==> config.mk <==
export PLATFORM = sky130hd
export DESIGN_NAME = img_filter_top
export DESIGN_NICKNAME = d
export VERILOG_FILES = /design/src/hdl/img_filter_pkg.sv /design/src/hdl/img_filter_top.sv /design/src/hdl/median_filter.sv /design/src/hdl/window_fetch.sv /design/src/hdl/row_buffer.sv /design/src/hdl/image_ram.sv
export VERILOG_INCLUDE_DIRS = /design/src /design/src/hdl
export SDC_FILE = /design/constraint.sdc
export NUM_CORES = 1
export LEC_CHECK = 0
export CAP_MARGIN = 20
export CORE_ASPECT_RATIO = 1.5
export CORE_MARGIN = 2
export CORE_UTILIZATION = 53
export CTS_CLUSTER_DIAMETER = 80
export CTS_CLUSTER_SIZE = 25
export DETAILED_ROUTE_END_ITERATION = 6
export DONT_BUFFER_PORTS = 1
export PLACE_DENSITY_LB_ADDON = 0.1
export SLEW_MARGIN = 20
export SYNTH_ARGS = -nofsm -noshare
export SYNTH_HDL_FRONTEND = slang
export SYNTH_SLANG_ARGS = --single-unit
==> constraint.sdc <==
create_clock -name clk -period 18.3 [get_ports clk]
set_input_delay 1.83 -clock clk [delete_from_list [all_inputs] [get_ports clk]]
set_output_delay 1.83 -clock clk [all_outputs]
set_load 0.05 [all_outputs]
==> src/hdl/img_filter_consts.svh <==
`ifndef IMG_FILTER_CONSTS_SVH
`define IMG_FILTER_CONSTS_SVH

// Image geometry
`define IMG_WIDTH 8
`define IMG_HEIGHT 6

// Pixel width in bits
`define PIX_BITS 8

// Linear address is row * IMG_WIDTH + column
`define IMG_ADDR_BITS 6

// Cycles from window_valid to result_valid
`define MED_LATENCY 3

`endif
==> src/hdl/img_filter_pkg.sv <==
`default_nettype none

`include "img_filter_consts.svh"

package img_filter_pkg;

    // One greyscale pixel
    typedef logic [`PIX_BITS-1:0] pixel_t;

    // Linear image address
    typedef logic [`IMG_ADDR_BITS-1:0] img_addr_t;

    // Column and row indices
    typedef logic [2:0] col_t;
    typedef logic [2:0] row_t;

    // 3x3 window, row-major, index 4 is the centre
    typedef pixel_t [8:0] window_t;

endpackage

`default_nettype wire

==> src/hdl/img_filter_top.sv <==
`default_nettype none

module img_filter_top (
    input wire clk,
    input wire rst,
    input wire start,
    input wire host_we,
    input wire host_rd,
    input wire img_filter_pkg::img_addr_t host_addr,
    input wire img_filter_pkg::pixel_t host_wdata,
    output logic busy,
    output logic done,
    output img_filter_pkg::pixel_t host_rdata
);

    // Image RAM port of the controller
    logic avail;
    logic ram_ce;
    logic ram_we;
    img_filter_pkg::img_addr_t ram_addr;
    img_filter_pkg::pixel_t ram_wdata;

    // Row buffer
    logic rb_we;
    img_filter_pkg::col_t rb_waddr;
    logic rb_wrow;
    img_filter_pkg::pixel_t rb_wdata;
    img_filter_pkg::col_t rb_raddr;
    logic rb_rrow;
    img_filter_pkg::pixel_t rb_rdata;

    // Median filter
    logic window_valid;
    img_filter_pkg::window_t window;
    logic result_valid;
    img_filter_pkg::pixel_t result;

    image_ram u_image_ram (
        .clk        (clk),
        .host_we    (host_we),
        .host_rd    (host_rd),
        .host_addr  (host_addr),
        .host_wdata (host_wdata),
        .ram_ce     (ram_ce),
        .ram_we     (ram_we),
        .ram_addr   (ram_addr),
        .ram_wdata  (ram_wdata),
        .rdata      (host_rdata),
        .avail      (avail)
    );

    row_buffer u_row_buffer (
        .clk   (clk),
        .we    (rb_we),
        .waddr (rb_waddr),
        .wrow  (rb_wrow),
        .wdata (rb_wdata),
        .raddr (rb_raddr),
        .rrow  (rb_rrow),
        .rdata (rb_rdata)
    );

    // The controller sees the same read data as the host
    window_fetch u_window_fetch (
        .clk          (clk),
        .rst          (rst),
        .start        (start),
        .avail        (avail),
        .ram_rdata    (host_rdata),
        .rb_rdata     (rb_rdata),
        .result_valid (result_valid),
        .result       (result),
        .busy         (busy),
        .done         (done),
        .ram_ce       (ram_ce),
        .ram_we       (ram_we),
        .ram_addr     (ram_addr),
        .ram_wdata    (ram_wdata),
        .rb_we        (rb_we),
        .rb_waddr     (rb_waddr),
        .rb_wrow      (rb_wrow),
        .rb_wdata     (rb_wdata),
        .rb_raddr     (rb_raddr),
        .rb_rrow      (rb_rrow),
        .window_valid (window_valid),
        .window       (window)
    );

    median_filter u_median_filter (
        .clk          (clk),
        .rst          (rst),
        .window_valid (window_valid),
        .window       (window),
        .result_valid (result_valid),
        .result       (result)
    );

endmodule

`default_nettype wire

==> src/hdl/median_filter.sv <==
`default_nettype none

`include "img_filter_consts.svh"

module median_filter (
    input wire clk,
    input wire rst,
    input wire window_valid,
    input wire img_filter_pkg::window_t window,
    output logic result_valid,
    output img_filter_pkg::pixel_t result
);

    img_filter_pkg::window_t s1_d;
    img_filter_pkg::window_t s1_q;
    img_filter_pkg::window_t s2_d;
    img_filter_pkg::window_t s2_q;
    img_filter_pkg::window_t s3_d;
    logic [`MED_LATENCY-1:0] vld_q;

    // Compare-exchange, smaller value ends at index a
    function automatic img_filter_pkg::window_t cx(
        input img_filter_pkg::window_t p,
        input int unsigned a,
        input int unsigned b
    );
        img_filter_pkg::window_t q;
        q = p;
        if (p[a] > p[b]) begin
            q[a] = p[b];
            q[b] = p[a];
        end
        return q;
    endfunction

    ////////////////////////////////////////
    // Stage 1, sort the triples
    ////////////////////////////////////////

    always_comb begin
        s1_d = window;
        s1_d = cx(s1_d, 1, 2);
        s1_d = cx(s1_d, 4, 5);
        s1_d = cx(s1_d, 7, 8);
        s1_d = cx(s1_d, 0, 1);
        s1_d = cx(s1_d, 3, 4);
        s1_d = cx(s1_d, 6, 7);
        s1_d = cx(s1_d, 1, 2);
        s1_d = cx(s1_d, 4, 5);
        s1_d = cx(s1_d, 7, 8);
    end

    ////////////////////////////////////////
    // Stage 2, merge across triples
    ////////////////////////////////////////

    always_comb begin
        s2_d = s1_q;
        s2_d = cx(s2_d, 0, 3);
        s2_d = cx(s2_d, 5, 8);
        s2_d = cx(s2_d, 4, 7);
        s2_d = cx(s2_d, 3, 6);
        s2_d = cx(s2_d, 1, 4);
        s2_d = cx(s2_d, 2, 5);
    end

    ////////////////////////////////////////
    // Stage 3, narrow to the median
    ////////////////////////////////////////

    always_comb begin
        s3_d = s2_q;
        s3_d = cx(s3_d, 4, 7);
        s3_d = cx(s3_d, 4, 2);
        s3_d = cx(s3_d, 6, 4);
        s3_d = cx(s3_d, 4, 2);
    end

    always_ff @(posedge clk) begin
        s1_q <= s1_d;
        s2_q <= s2_d;
        result <= s3_d[4];
    end

    // Valid travels alongside the data
    always_ff @(posedge clk) begin
        if (rst) begin
            vld_q <= '0;
        end else begin
            vld_q <= {vld_q[`MED_LATENCY-2:0], window_valid};
        end
    end

    assign result_valid = vld_q[`MED_LATENCY-1];

endmodule

`default_nettype wire

==> src/hdl/window_fetch.sv <==
`default_nettype none

`include "img_filter_consts.svh"

module window_fetch (
    input wire clk,
    input wire rst,
    input wire start,
    input wire avail,
    input wire img_filter_pkg::pixel_t ram_rdata,
    input wire img_filter_pkg::pixel_t rb_rdata,
    input wire result_valid,
    input wire img_filter_pkg::pixel_t result,
    output logic busy,
    output logic done,
    output logic ram_ce,
    output logic ram_we,
    output img_filter_pkg::img_addr_t ram_addr,
    output img_filter_pkg::pixel_t ram_wdata,
    output logic rb_we,
    output img_filter_pkg::col_t rb_waddr,
    output logic rb_wrow,
    output img_filter_pkg::pixel_t rb_wdata,
    output img_filter_pkg::col_t rb_raddr,
    output logic rb_rrow,
    output logic window_valid,
    output img_filter_pkg::window_t window
);

    typedef enum logic [2:0] {
        IDLE,
        FETCH,
        LOAD,
        ISSUE,
        WAIT_RESULT,
        WRITE_BACK
    } state_t;

    state_t state;

    // Centre pixel position
    img_filter_pkg::row_t row_idx;
    img_filter_pkg::col_t col_idx;

    // Window slot being fetched
    logic [1:0] win_row;
    logic [1:0] win_col;

    img_filter_pkg::row_t fetch_row;
    img_filter_pkg::col_t fetch_col;
    img_filter_pkg::img_addr_t fetch_addr;
    img_filter_pkg::img_addr_t centre_addr;
    logic off_image;
    logic rd_req;
    logic last_pixel;
    logic [3:0] win_idx;
    img_filter_pkg::pixel_t load_pix;
    img_filter_pkg::window_t win_q;
    img_filter_pkg::pixel_t res_q;

    ////////////////////////////////////////
    // Fetch position
    ////////////////////////////////////////

    assign fetch_row = row_idx + {1'b0, win_row} - 3'd1;
    assign fetch_col = col_idx + {1'b0, win_col} - 3'd1;

    // Zero padding around the image
    assign off_image = (win_row == 2'd0 && row_idx == 3'd0) ||
                       (win_row == 2'd2 && row_idx == img_filter_pkg::row_t'(`IMG_HEIGHT - 1)) ||
                       (win_col == 2'd0 && col_idx == 3'd0) ||
                       (win_col == 2'd2 && col_idx == img_filter_pkg::col_t'(`IMG_WIDTH - 1));

    assign fetch_addr = img_filter_pkg::img_addr_t'(fetch_row)
                        * img_filter_pkg::img_addr_t'(`IMG_WIDTH)
                        + img_filter_pkg::img_addr_t'(fetch_col);
    assign centre_addr = img_filter_pkg::img_addr_t'(row_idx)
                         * img_filter_pkg::img_addr_t'(`IMG_WIDTH)
                         + img_filter_pkg::img_addr_t'(col_idx);

    assign last_pixel = (row_idx == img_filter_pkg::row_t'(`IMG_HEIGHT - 1)) &&
                        (col_idx == img_filter_pkg::col_t'(`IMG_WIDTH - 1));

    assign win_idx = {2'b00, win_row} * 4'd3 + {2'b00, win_col};

    // Upper row comes from the row buffer, the others from the RAM
    assign load_pix = off_image ? '0 : (win_row == 2'd0) ? rb_rdata : ram_rdata;

    ////////////////////////////////////////
    // Memory strobes
    ////////////////////////////////////////

    assign rd_req = (state == FETCH) && !off_image && (win_row != 2'd0) && avail;
    assign ram_we = (state == WRITE_BACK) && avail;
    assign ram_ce = rd_req | ram_we;
    assign ram_addr = (state == WRITE_BACK) ? centre_addr : fetch_addr;
    assign ram_wdata = res_q;

    // Middle row originals go to the row buffer
    assign rb_we = (state == LOAD) && !off_image && (win_row == 2'd1);
    assign rb_waddr = fetch_col;
    assign rb_wrow = row_idx[0];
    assign rb_wdata = ram_rdata;
    assign rb_raddr = fetch_col;
    assign rb_rrow = ~row_idx[0];

    assign window_valid = (state == ISSUE);
    assign window = win_q;

    ////////////////////////////////////////
    // Control
    ////////////////////////////////////////

    always_ff @(posedge clk) begin
        if (rst) begin
            state <= IDLE;
            busy <= 1'b0;
            done <= 1'b0;
            row_idx <= '0;
            col_idx <= '0;
            win_row <= '0;
            win_col <= '0;
        end else begin
            done <= 1'b0;
            case (state)
                IDLE: begin
                    if (start) begin
                        busy <= 1'b1;
                        row_idx <= '0;
                        col_idx <= '0;
                        win_row <= '0;
                        win_col <= '0;
                        state <= FETCH;
                    end else begin
                        busy <= 1'b0;
                    end
                end
                FETCH: begin
                    if (off_image || win_row == 2'd0 || avail) begin
                        state <= LOAD;
                    end
                end
                LOAD: begin
                    if (win_row == 2'd2) begin
                        win_row <= '0;
                        if (win_col == 2'd2) begin
                            state <= ISSUE;
                        end else begin
                            win_col <= win_col + 2'd1;
                            state <= FETCH;
                        end
                    end else begin
                        win_row <= win_row + 2'd1;
                        state <= FETCH;
                    end
                end
                ISSUE: begin
                    state <= WAIT_RESULT;
                end
                WAIT_RESULT: begin
                    if (result_valid) begin
                        state <= WRITE_BACK;
                    end
                end
                WRITE_BACK: begin
                    if (avail) begin
                        if (last_pixel) begin
                            done <= 1'b1;
                            state <= IDLE;
                        end else if (col_idx == img_filter_pkg::col_t'(`IMG_WIDTH - 1)) begin
                            // New row refetches all three columns
                            row_idx <= row_idx + 3'd1;
                            col_idx <= '0;
                            win_col <= 2'd0;
                            state <= FETCH;
                        end else begin
                            col_idx <= col_idx + 3'd1;
                            win_col <= 2'd2;
                            state <= FETCH;
                        end
                    end
                end
                default: state <= IDLE;
            endcase
        end
    end

    // Window contents and filter result
    always_ff @(posedge clk) begin
        if (state == LOAD) begin
            win_q[win_idx] <= load_pix;
        end
        if (state == WAIT_RESULT && result_valid) begin
            res_q <= result;
        end
        if (state == WRITE_BACK && avail && !last_pixel &&
            col_idx != img_filter_pkg::col_t'(`IMG_WIDTH - 1)) begin
            for (int r = 0; r < 3; r++) begin
                win_q[r * 3] <= win_q[r * 3 + 1];
                win_q[r * 3 + 1] <= win_q[r * 3 + 2];
            end
        end
    end

endmodule

`default_nettype wire

==> src/hdl/row_buffer.sv <==
`default_nettype none

`include "img_filter_consts.svh"

module row_buffer (
    input wire clk,
    input wire we,
    input wire img_filter_pkg::col_t waddr,
    input wire wrow,
    input wire img_filter_pkg::pixel_t wdata,
    input wire img_filter_pkg::col_t raddr,
    input wire rrow,
    output img_filter_pkg::pixel_t rdata
);

    // Two rows, selected by row parity
    localparam int DEPTH = 2 * `IMG_WIDTH;

    img_filter_pkg::pixel_t mem [DEPTH];

    ////////////////////////////////////////
    // Write port
    ////////////////////////////////////////

    always_ff @(posedge clk) begin
        if (we) begin
            mem[{wrow, waddr}] <= wdata;
        end
    end

    ////////////////////////////////////////
    // Read port
    ////////////////////////////////////////

    // Reads the other parity, so never collides with the write
    always_ff @(posedge clk) begin
        rdata <= mem[{rrow, raddr}];
    end

endmodule

`default_nettype wire

==> src/hdl/image_ram.sv <==
`default_nettype none

`include "img_filter_consts.svh"

module image_ram (
    input wire clk,
    input wire host_we,
    input wire host_rd,
    input wire img_filter_pkg::img_addr_t host_addr,
    input wire img_filter_pkg::pixel_t host_wdata,
    input wire ram_ce,
    input wire ram_we,
    input wire img_filter_pkg::img_addr_t ram_addr,
    input wire img_filter_pkg::pixel_t ram_wdata,
    output img_filter_pkg::pixel_t rdata,
    output logic avail
);

    localparam int DEPTH = `IMG_WIDTH * `IMG_HEIGHT;

    img_filter_pkg::pixel_t mem [DEPTH];
    logic host_access;
    img_filter_pkg::img_addr_t rd_addr;

    // Host owns the port whenever it reads or writes
    assign host_access = host_we | host_rd;
    assign avail = ~host_access;
    assign rd_addr = host_access ? host_addr : ram_addr;

    always_ff @(posedge clk) begin
        if (host_we) begin
            mem[host_addr] <= host_wdata;
        end else if (ram_ce && ram_we) begin
            mem[ram_addr] <= ram_wdata;
        end
    end

    // Registered read, held when nobody accesses
    always_ff @(posedge clk) begin
        if (host_access || ram_ce) begin
            rdata <= mem[rd_addr];
        end
    end

endmodule

`default_nettype wire

==> impl_metrics.yaml, run 1 <==
run_status:
  outcome: "completed"
synth:
  synth.area.top_cells: "edfxtp_1 54%, dfxtp_1 8.2%, ha_1 6.4%, mux4_2 4.4%, mux2i_1 3.7%"
  synth_ff_type: "edfxtp_1"
  syn_avg_cell_area_um2: 12.76
  syn_area_um2: 33650
  synthArstFlopShare: 0
  ys_seq_elements: 738
  syn_nets: 2830
  synth_top_area_frac: 0.5354
  ys_warn_count: 0
  synth_largest_area_cell: "edfxtp_1"
  yosysUniqueCellTypes: 66
  synth_cells: 2637
  synth-edff-count: 600
  synth-seq-area-share: 0.6175
routing:
  drt-initial-drc-count: 1606
  ant_nets: 0
  route.detailed.drc: 0
  wirelength_mm: 82.62
  viasPerCell: 5.953
  wire_per_inst_um: 24.05
  vias: 20450
  firstDrtPassIters: 6
placement:
  gp_congestion: 0.9258
  hpwl_mm: 58.64
  io_buffers: 0
  post-place-cells: 3369
worst_setup_path:
  r2r_slack_ns: 10.28
  startpoint_type: "flop"
  path_class: "flop to flop"
  cp_num_buf_inv: 3
  reg2reg_from: "u_median_filter.s2_q[57]"
  crit_path_top_delay_cell: "o22ai_1"
  rr_endpoint: "u_median_filter.result[5]"
  end_kind: "flop"
  crit_family: "compound AO/OA/AOI/OAI gates"
  worst-path-max-fanout: 38
  worstPathRequired_ns: 18.80
  arrival_ns: 8.53
  slowest_delay_ns: 0.80
  r2r_cells: 34
floorplan:
  chipWidth_um: 209.7
  fp.dieArea_um2: 65560
  fp.dieH_um: 312.6
  coreArea_um2: 63060
  rows: 113
  initial_core_util: 0.5336
  ios: 29
sta:
  setup_tns_ns: 0
  fmax_mhz: 124.6
  finalSetupViolations: 0
  skew_ns: 0.03970
  rsz0062_at_grt: "false"
  timing.final.crit_share: 0.4385
  tightest_slew_ns: 1.170
  slew_viol_final: 0
  relSlewSlack: 0.2145
  holdWs_ns: 0.4246
  hold_viol_final: 0
  min_period_ns: 8.025
hold_path:
  min_to: "u_window_fetch.ram_wdata[1]"
  worstHoldPathCells: 0
  hold_path.startpoint: "u_median_filter.result[1]"
  holdCritPathClass: "flop to flop"
final_layout:
  syn_to_final_growth_pct: 5.633
  final_common_cell: "edfxtp_1"
  fin_util: 0.5637
  final_cell_mix: "600 x edfxtp_1, 268 x nand2_1, 250 x nor2_1, 171 x ha_1, 151 x inv_1"
  fillCellCount: 5191
  finalNonFillerCells: 3436
  nNetsFinal: 2797
  drive_gt1_frac: 0.08400
  antenna_cells: 0
job:
  maxCapViolCount: 0
pwr:
  peakVddDrop_mv: 0.08223
  p_leak_nw: 13.11
  power_density_nw_per_um2: 90.19
clocking:
  cts_resized: 0
  cts_tree: "done"
  cts_made_buffers: 36
  clk_pin_slew_ns: 0.10
  htreeDepth: 2
  cts_sinks: 738
  cts_setup_buffers: 0
  hold_buffers: 0
  cts-root-buf: "clkbuf_16"
  clockBufferDepth: 3
  clock_latency_ns: 0.63
grt:
  first_global_vias: 20540
  overflow: 0
  grt_pass1_wl_mm: 125.0
  grt_max_degree: 96
  grt.total_usage: 0.2541
  antenna_found_initial: 4
-- how the worst max path moves through the flow --
stage                                         from  slack, ns  depth (start not counted)                   endpoint
after floorplan           u_median_filter.s2_q[57]      11.43                         36  u_median_filter.result[0]
after global placement    u_median_filter.s2_q[57]      10.55                         34  u_median_filter.result[5]
after detailed placement  u_median_filter.s2_q[57]      10.36                         34  u_median_filter.result[5]
after CTS                 u_median_filter.s2_q[57]      10.31                         34  u_median_filter.result[2]
after global routing      u_median_filter.s2_q[57]       9.45                         34  u_median_filter.result[2]
final                     u_median_filter.s2_q[57]      10.28                         34  u_median_filter.result[5]
-- registers in the layout, indices dropped and copies added (netlist names), 8 cells and up --
| signal | count |
|---|---|
| u_image_ram.rdata | 8 |
| u_window_fetch.window | 72 |
| u_median_filter.s2_q | 32 |
| u_row_buffer.rdata | 8 |
| u_median_filter.s1_q | 72 |
| u_window_fetch.ram_wdata | 8 |
| u_row_buffer.mem | 128 |
| u_image_ram.mem | 384 |
| u_median_filter.result | 8 |
-- final cells by class --
| type | instances | area (um2) | area share |
|---|---|---|---|
| Clock buffer | 60 | 1001 | 0.02816 |
| Clock inverter | 5 | 66.31 | 0.001866 |
| Inverter | 151 | 566.8 | 0.01595 |
| Multi-Input combinational cell | 1638 | 11810 | 0.3321 |
| Sequential cell | 738 | 20780 | 0.5846 |
| Tap cell | 805 | 1007 | 0.02834 |
| Timing Repair Buffer | 39 | 317.8 | 0.008941 |
-- metal layers --
metal,up-vias,share of wire,wire length [um],global-route usage
met4,6,0.047,3851,0.1090
met5,-,0.00057,47,0
met3,153,0.037,3066,0.03416
met1,10210,0.37,30400,0.2800
met2,430,0.55,45250,0.4852
li1,9658,-,-,-
-- power by group --
part	internal (W)	total, W	switching (W)
Sequential	0.00186	0.00188	0.0000223
Clock	0.000387	0.000912	0.000525
Combinational	0.000139	0.000414	0.000274
-- Yosys cell counts, types with 16 or more instances --
cell / count
edfxtp_1: 600
nor2b_1: 22
nand3_1: 88
a21o_1: 25
a22o_1: 48
nor3_1: 24
and3_1: 20
clkbuf_1: 60
nand2_1: 275
a22oi_1: 18
nor4_1: 16
o21a_1: 18
mux2_2: 35
o21ai_0: 131
nor2_1: 251
mux4_2: 66
mux2i_1: 126
a21oi_1: 143
buf_2: 24
ha_1: 172
nand2b_1: 17
nand4_1: 19
inv_1: 151
dfxtp_1: 138
-- logic make-up after synthesis --
family	synth area share
AOI/OAI and AO/OA	0.08485
muxes	0.09805
DFF	0.6175
and+or+nand+nor	0.09958
buffers and inverters	0.03354
adders and majority gates	0.06514
xor gates and xnor gates	0.001301
-- metrics by stage --
stage | total power (W) | setup slack [ns] | area [um2]
2_1_floorplan | 0.002207 | 11.43 | 33650
4_1_cts | 0.003231 | 10.31 | 35500
3_5_place_dp | 0.002331 | 10.36 | 34430
5_1_grt | 0.003329 | 9.449 | 35550
3_3_place_gp | 0.002321 | 10.55 | 34430
6_report | 0.003206 | 10.28 | 35550
(Power assumes the default switching activity.)
==> run 2: changes to the inputs <==
ABC_AREA = 1   (was not set)
clock period = 8.2 ns   (was 18.3 ns; I/O delays follow)
==> run 2 against run 1 <==
Net effect: register-to-register slack got worse by 8.3 ns; critical endpoint is now u_median_filter.result[2]; sequential share of layout area decreased by 0.080 points; worst hold slack got worse by 0.15 ns; combinational power increased to 13 times the previous value.
==> impl_metrics.yaml, run 2 <==
synth:
  synth-edff-count: 600
  synth_compound_area_frac: 0.1516
  ys_warn_count: 0
  synth_top_family_by_area: "compound AO/OA/AOI/OAI gates"
  synthAdderAreaFrac: 0.06479
  yosysMostFrequentCell: "edfxtp_1"
  syn_area_um2: 33830
  synth_top_area_frac: 0.5325
  synthMuxAreaShare: 0
  synth-seq-area-share: 0.6142
  synth_ff_type: "edfxtp_1"
  synth.area.top_cells: "edfxtp_1 53%, dfxtp_1 8.2%, ha_1 6.4%, o21ai_0 5.5%, nand2_1 5.2%"
  yosysUniqueCellTypes: 56
  synth_common_cells: "600 x edfxtp_1, 470 x nand2_1, 370 x o21ai_0"
  synth_largest_area_cell: "edfxtp_1"
  syn_avg_cell_area_um2: 10.59
  ys_seq_elements: 738
  synthArstFlopShare: 0
  yosys.area_share.simple: 0.1112
  syn_nets: 3387
  synth_cells: 3194
  synthXorXnorAreaFrac: 0.0005177
routing:
  drt-initial-drc-count: 1911
  ant_nets: 0
  route.detailed.drc: 0
  wirelength_mm: 87.41
  firstDrtPassIters: 6
  wire_per_inst_um: 22.16
  viasPerCell: 5.898
  vias: 23260
final_layout:
  largest_reg_flops: 384
  regMostFlops: "u_image_ram.mem"
  final_cell_mix: "600 x edfxtp_1, 462 x nand2_1, 367 x o21ai_0, 329 x inv_1, 186 x a21oi_1"
  final_common_cell: "edfxtp_1"
  nNetsFinal: 3311
  syn_to_final_growth_pct: 5.203
  antenna_cells: 0
  drive_gt1_frac: 0.04205
  reg_top3: "u_image_ram.mem: 384 flops, u_row_buffer.mem: 128 flops"
  fin_area_um2: 35590
sta:
  timing.final.crit_share: 0.7645
  finalSetupViolations: 0
  setup_tns_ns: 0
  hold_viol_final: 0
  skew_ns: 0.04666
  rsz0062_at_grt: "false"
  tightest_slew_ns: 1.123
  relSlewSlack: 0.2512
  slew_viol_final: 0
  min_period_ns: 6.269
  fmax_mhz: 159.5
clocking:
  cts-root-buf: "clkbuf_16"
  clockBufferDepth: 3
  cts_sinks: 738
  cts_resized: 0
  cts_made_buffers: 37
  htreeDepth: 2
  hold_buffers: 0
  cts_setup_buffers: 0
  cts_tree: "done"
  clock_latency_ns: 0.61
  clk_pin_slew_ns: 0.10
worst_setup_path:
  slowest_delay_ns: 0.46
  crit_top_cell: "nand2_1"
  crit_family: "simple AND/OR/NAND/NOR gates"
  worstPathRequired_ns: 8.71
  end_kind: "flop"
  arrival_ns: 6.78
  path_class: "flop to flop"
  crit_path_top_delay_cell: "o21ai_0"
  worst-path-max-fanout: 18
  startpoint_type: "flop"
  cp_num_buf_inv: 4
floorplan:
  initial_core_util: 0.5353
  fp.dieArea_um2: 65920
  ios: 29
  coreArea_um2: 63200
  fp.dieH_um: 313.4
  rows: 113
  chipWidth_um: 210.3
placement:
  dpl_cell_area_um2: 34450
  hpwl_mm: 60.17
  io_buffers: 0
  gp_congestion: 0.9428
grt:
  grt_max_degree: 155
  grt.total_usage: 0.2660
  overflow: 0
  antenna_found_initial: 0
  grt_pass1_wl_mm: 133.5
  first_global_vias: 22860
job:
  maxCapViolCount: 0
pwr:
  peakVddDrop_mv: 0.3136
  power_density_nw_per_um2: 338.8
  p_leak_nw: 13.31
hold_path:
  holdCritPathClass: "primary input to flop"
run_status:
  outcome: "completed"
-- run 2: metal layers --
metal	vias to the layer above	GRT usage	part of all wire	routed length, um
li1	11190	-	-	-
met1	11200	0.3162	0.39	33880
met2	676	0.4756	0.51	44440
met3	196	0.02328	0.043	3743
met4	0	0.1476	0.061	5352
met5	-	0	0	0
-- run 2: worst paths after layout --
check             slack (ns)                 startpoint  depth (start not counted)                     endpoint
setup / recovery        1.93   u_median_filter.s2_q[63]                         34    u_median_filter.result[2]
hold reg to reg         0.40  u_median_filter.result[2]                          0  u_window_fetch.ram_wdata[2]
hold / removal          0.27                        rst                          1     u_median_filter.vld_q[2]
setup reg to reg        1.93   u_median_filter.s2_q[63]                         34    u_median_filter.result[2]
-- run 2: area by class of cell --
cell class	count	area [um2]
multi-input combinational	1971	11160
inverter	335	1260
sequential	738	20780
fill	5382	27610
clock buffer	50	996.0
tap	805	1007
timing repair buffer	35	275.3
clock inverter	10	120.1
-- run 2: worst register-to-register path, delay by kind of cell, from the launching register on --
kind                       cells  cell delay [ns]
and+or+nand+nor               22             2.93
adders and majority gates      4             1.23
AOI/OAI and AO/OA              4             1.17
buffers and inverters          4             0.56
DFF                            1             0.32
-- run 2: metrics by stage --
| stage | setup WS, ns | util | cells | hold slack, ns | total power (W) |
|---|---|---|---|---|---|
| 6_report | 1.931 | 0.5632 | 3944 | 0.2739 | 0.01206 |
| 5_1_grt | 1.195 | 0.5632 | 3944 | 0.2543 | 0.01298 |
| 4_1_cts | 1.904 | 0.5628 | 3943 | 0.2487 | 0.01211 |
| 3_5_place_dp | 1.948 | 0.5451 | 3883 | 0.3907 | 0.01002 |
| 3_3_place_gp | 1.971 | 0.5451 | 3883 | 0.3957 | 0.009921 |
| 2_1_floorplan | 2.863 | - | 3194 | 0.3855 | 0.008559 |
-- run 2: logic make-up after synthesis --
kind of cell,after synthesis
adder cells (fa/ha/maj),174
AND/OR/NAND/NOR,895
AO/OA/AOI/OAI,900
flip-flops,738
XOR/XNOR,2
buffers and inverters,485
-- run 2: power by group --
group | internal (W) | switching, W | leakage, nW | total, W
sequential | 0.00451 | 0.000178 | 6.62 | 0.00469
clock | 0.000912 | 0.00120 | 0.541 | 0.00211
combinational | 0.00171 | 0.00356 | 6.15 | 0.00527
total | 0.00713 | 0.00493 | 13.3 | 0.0121
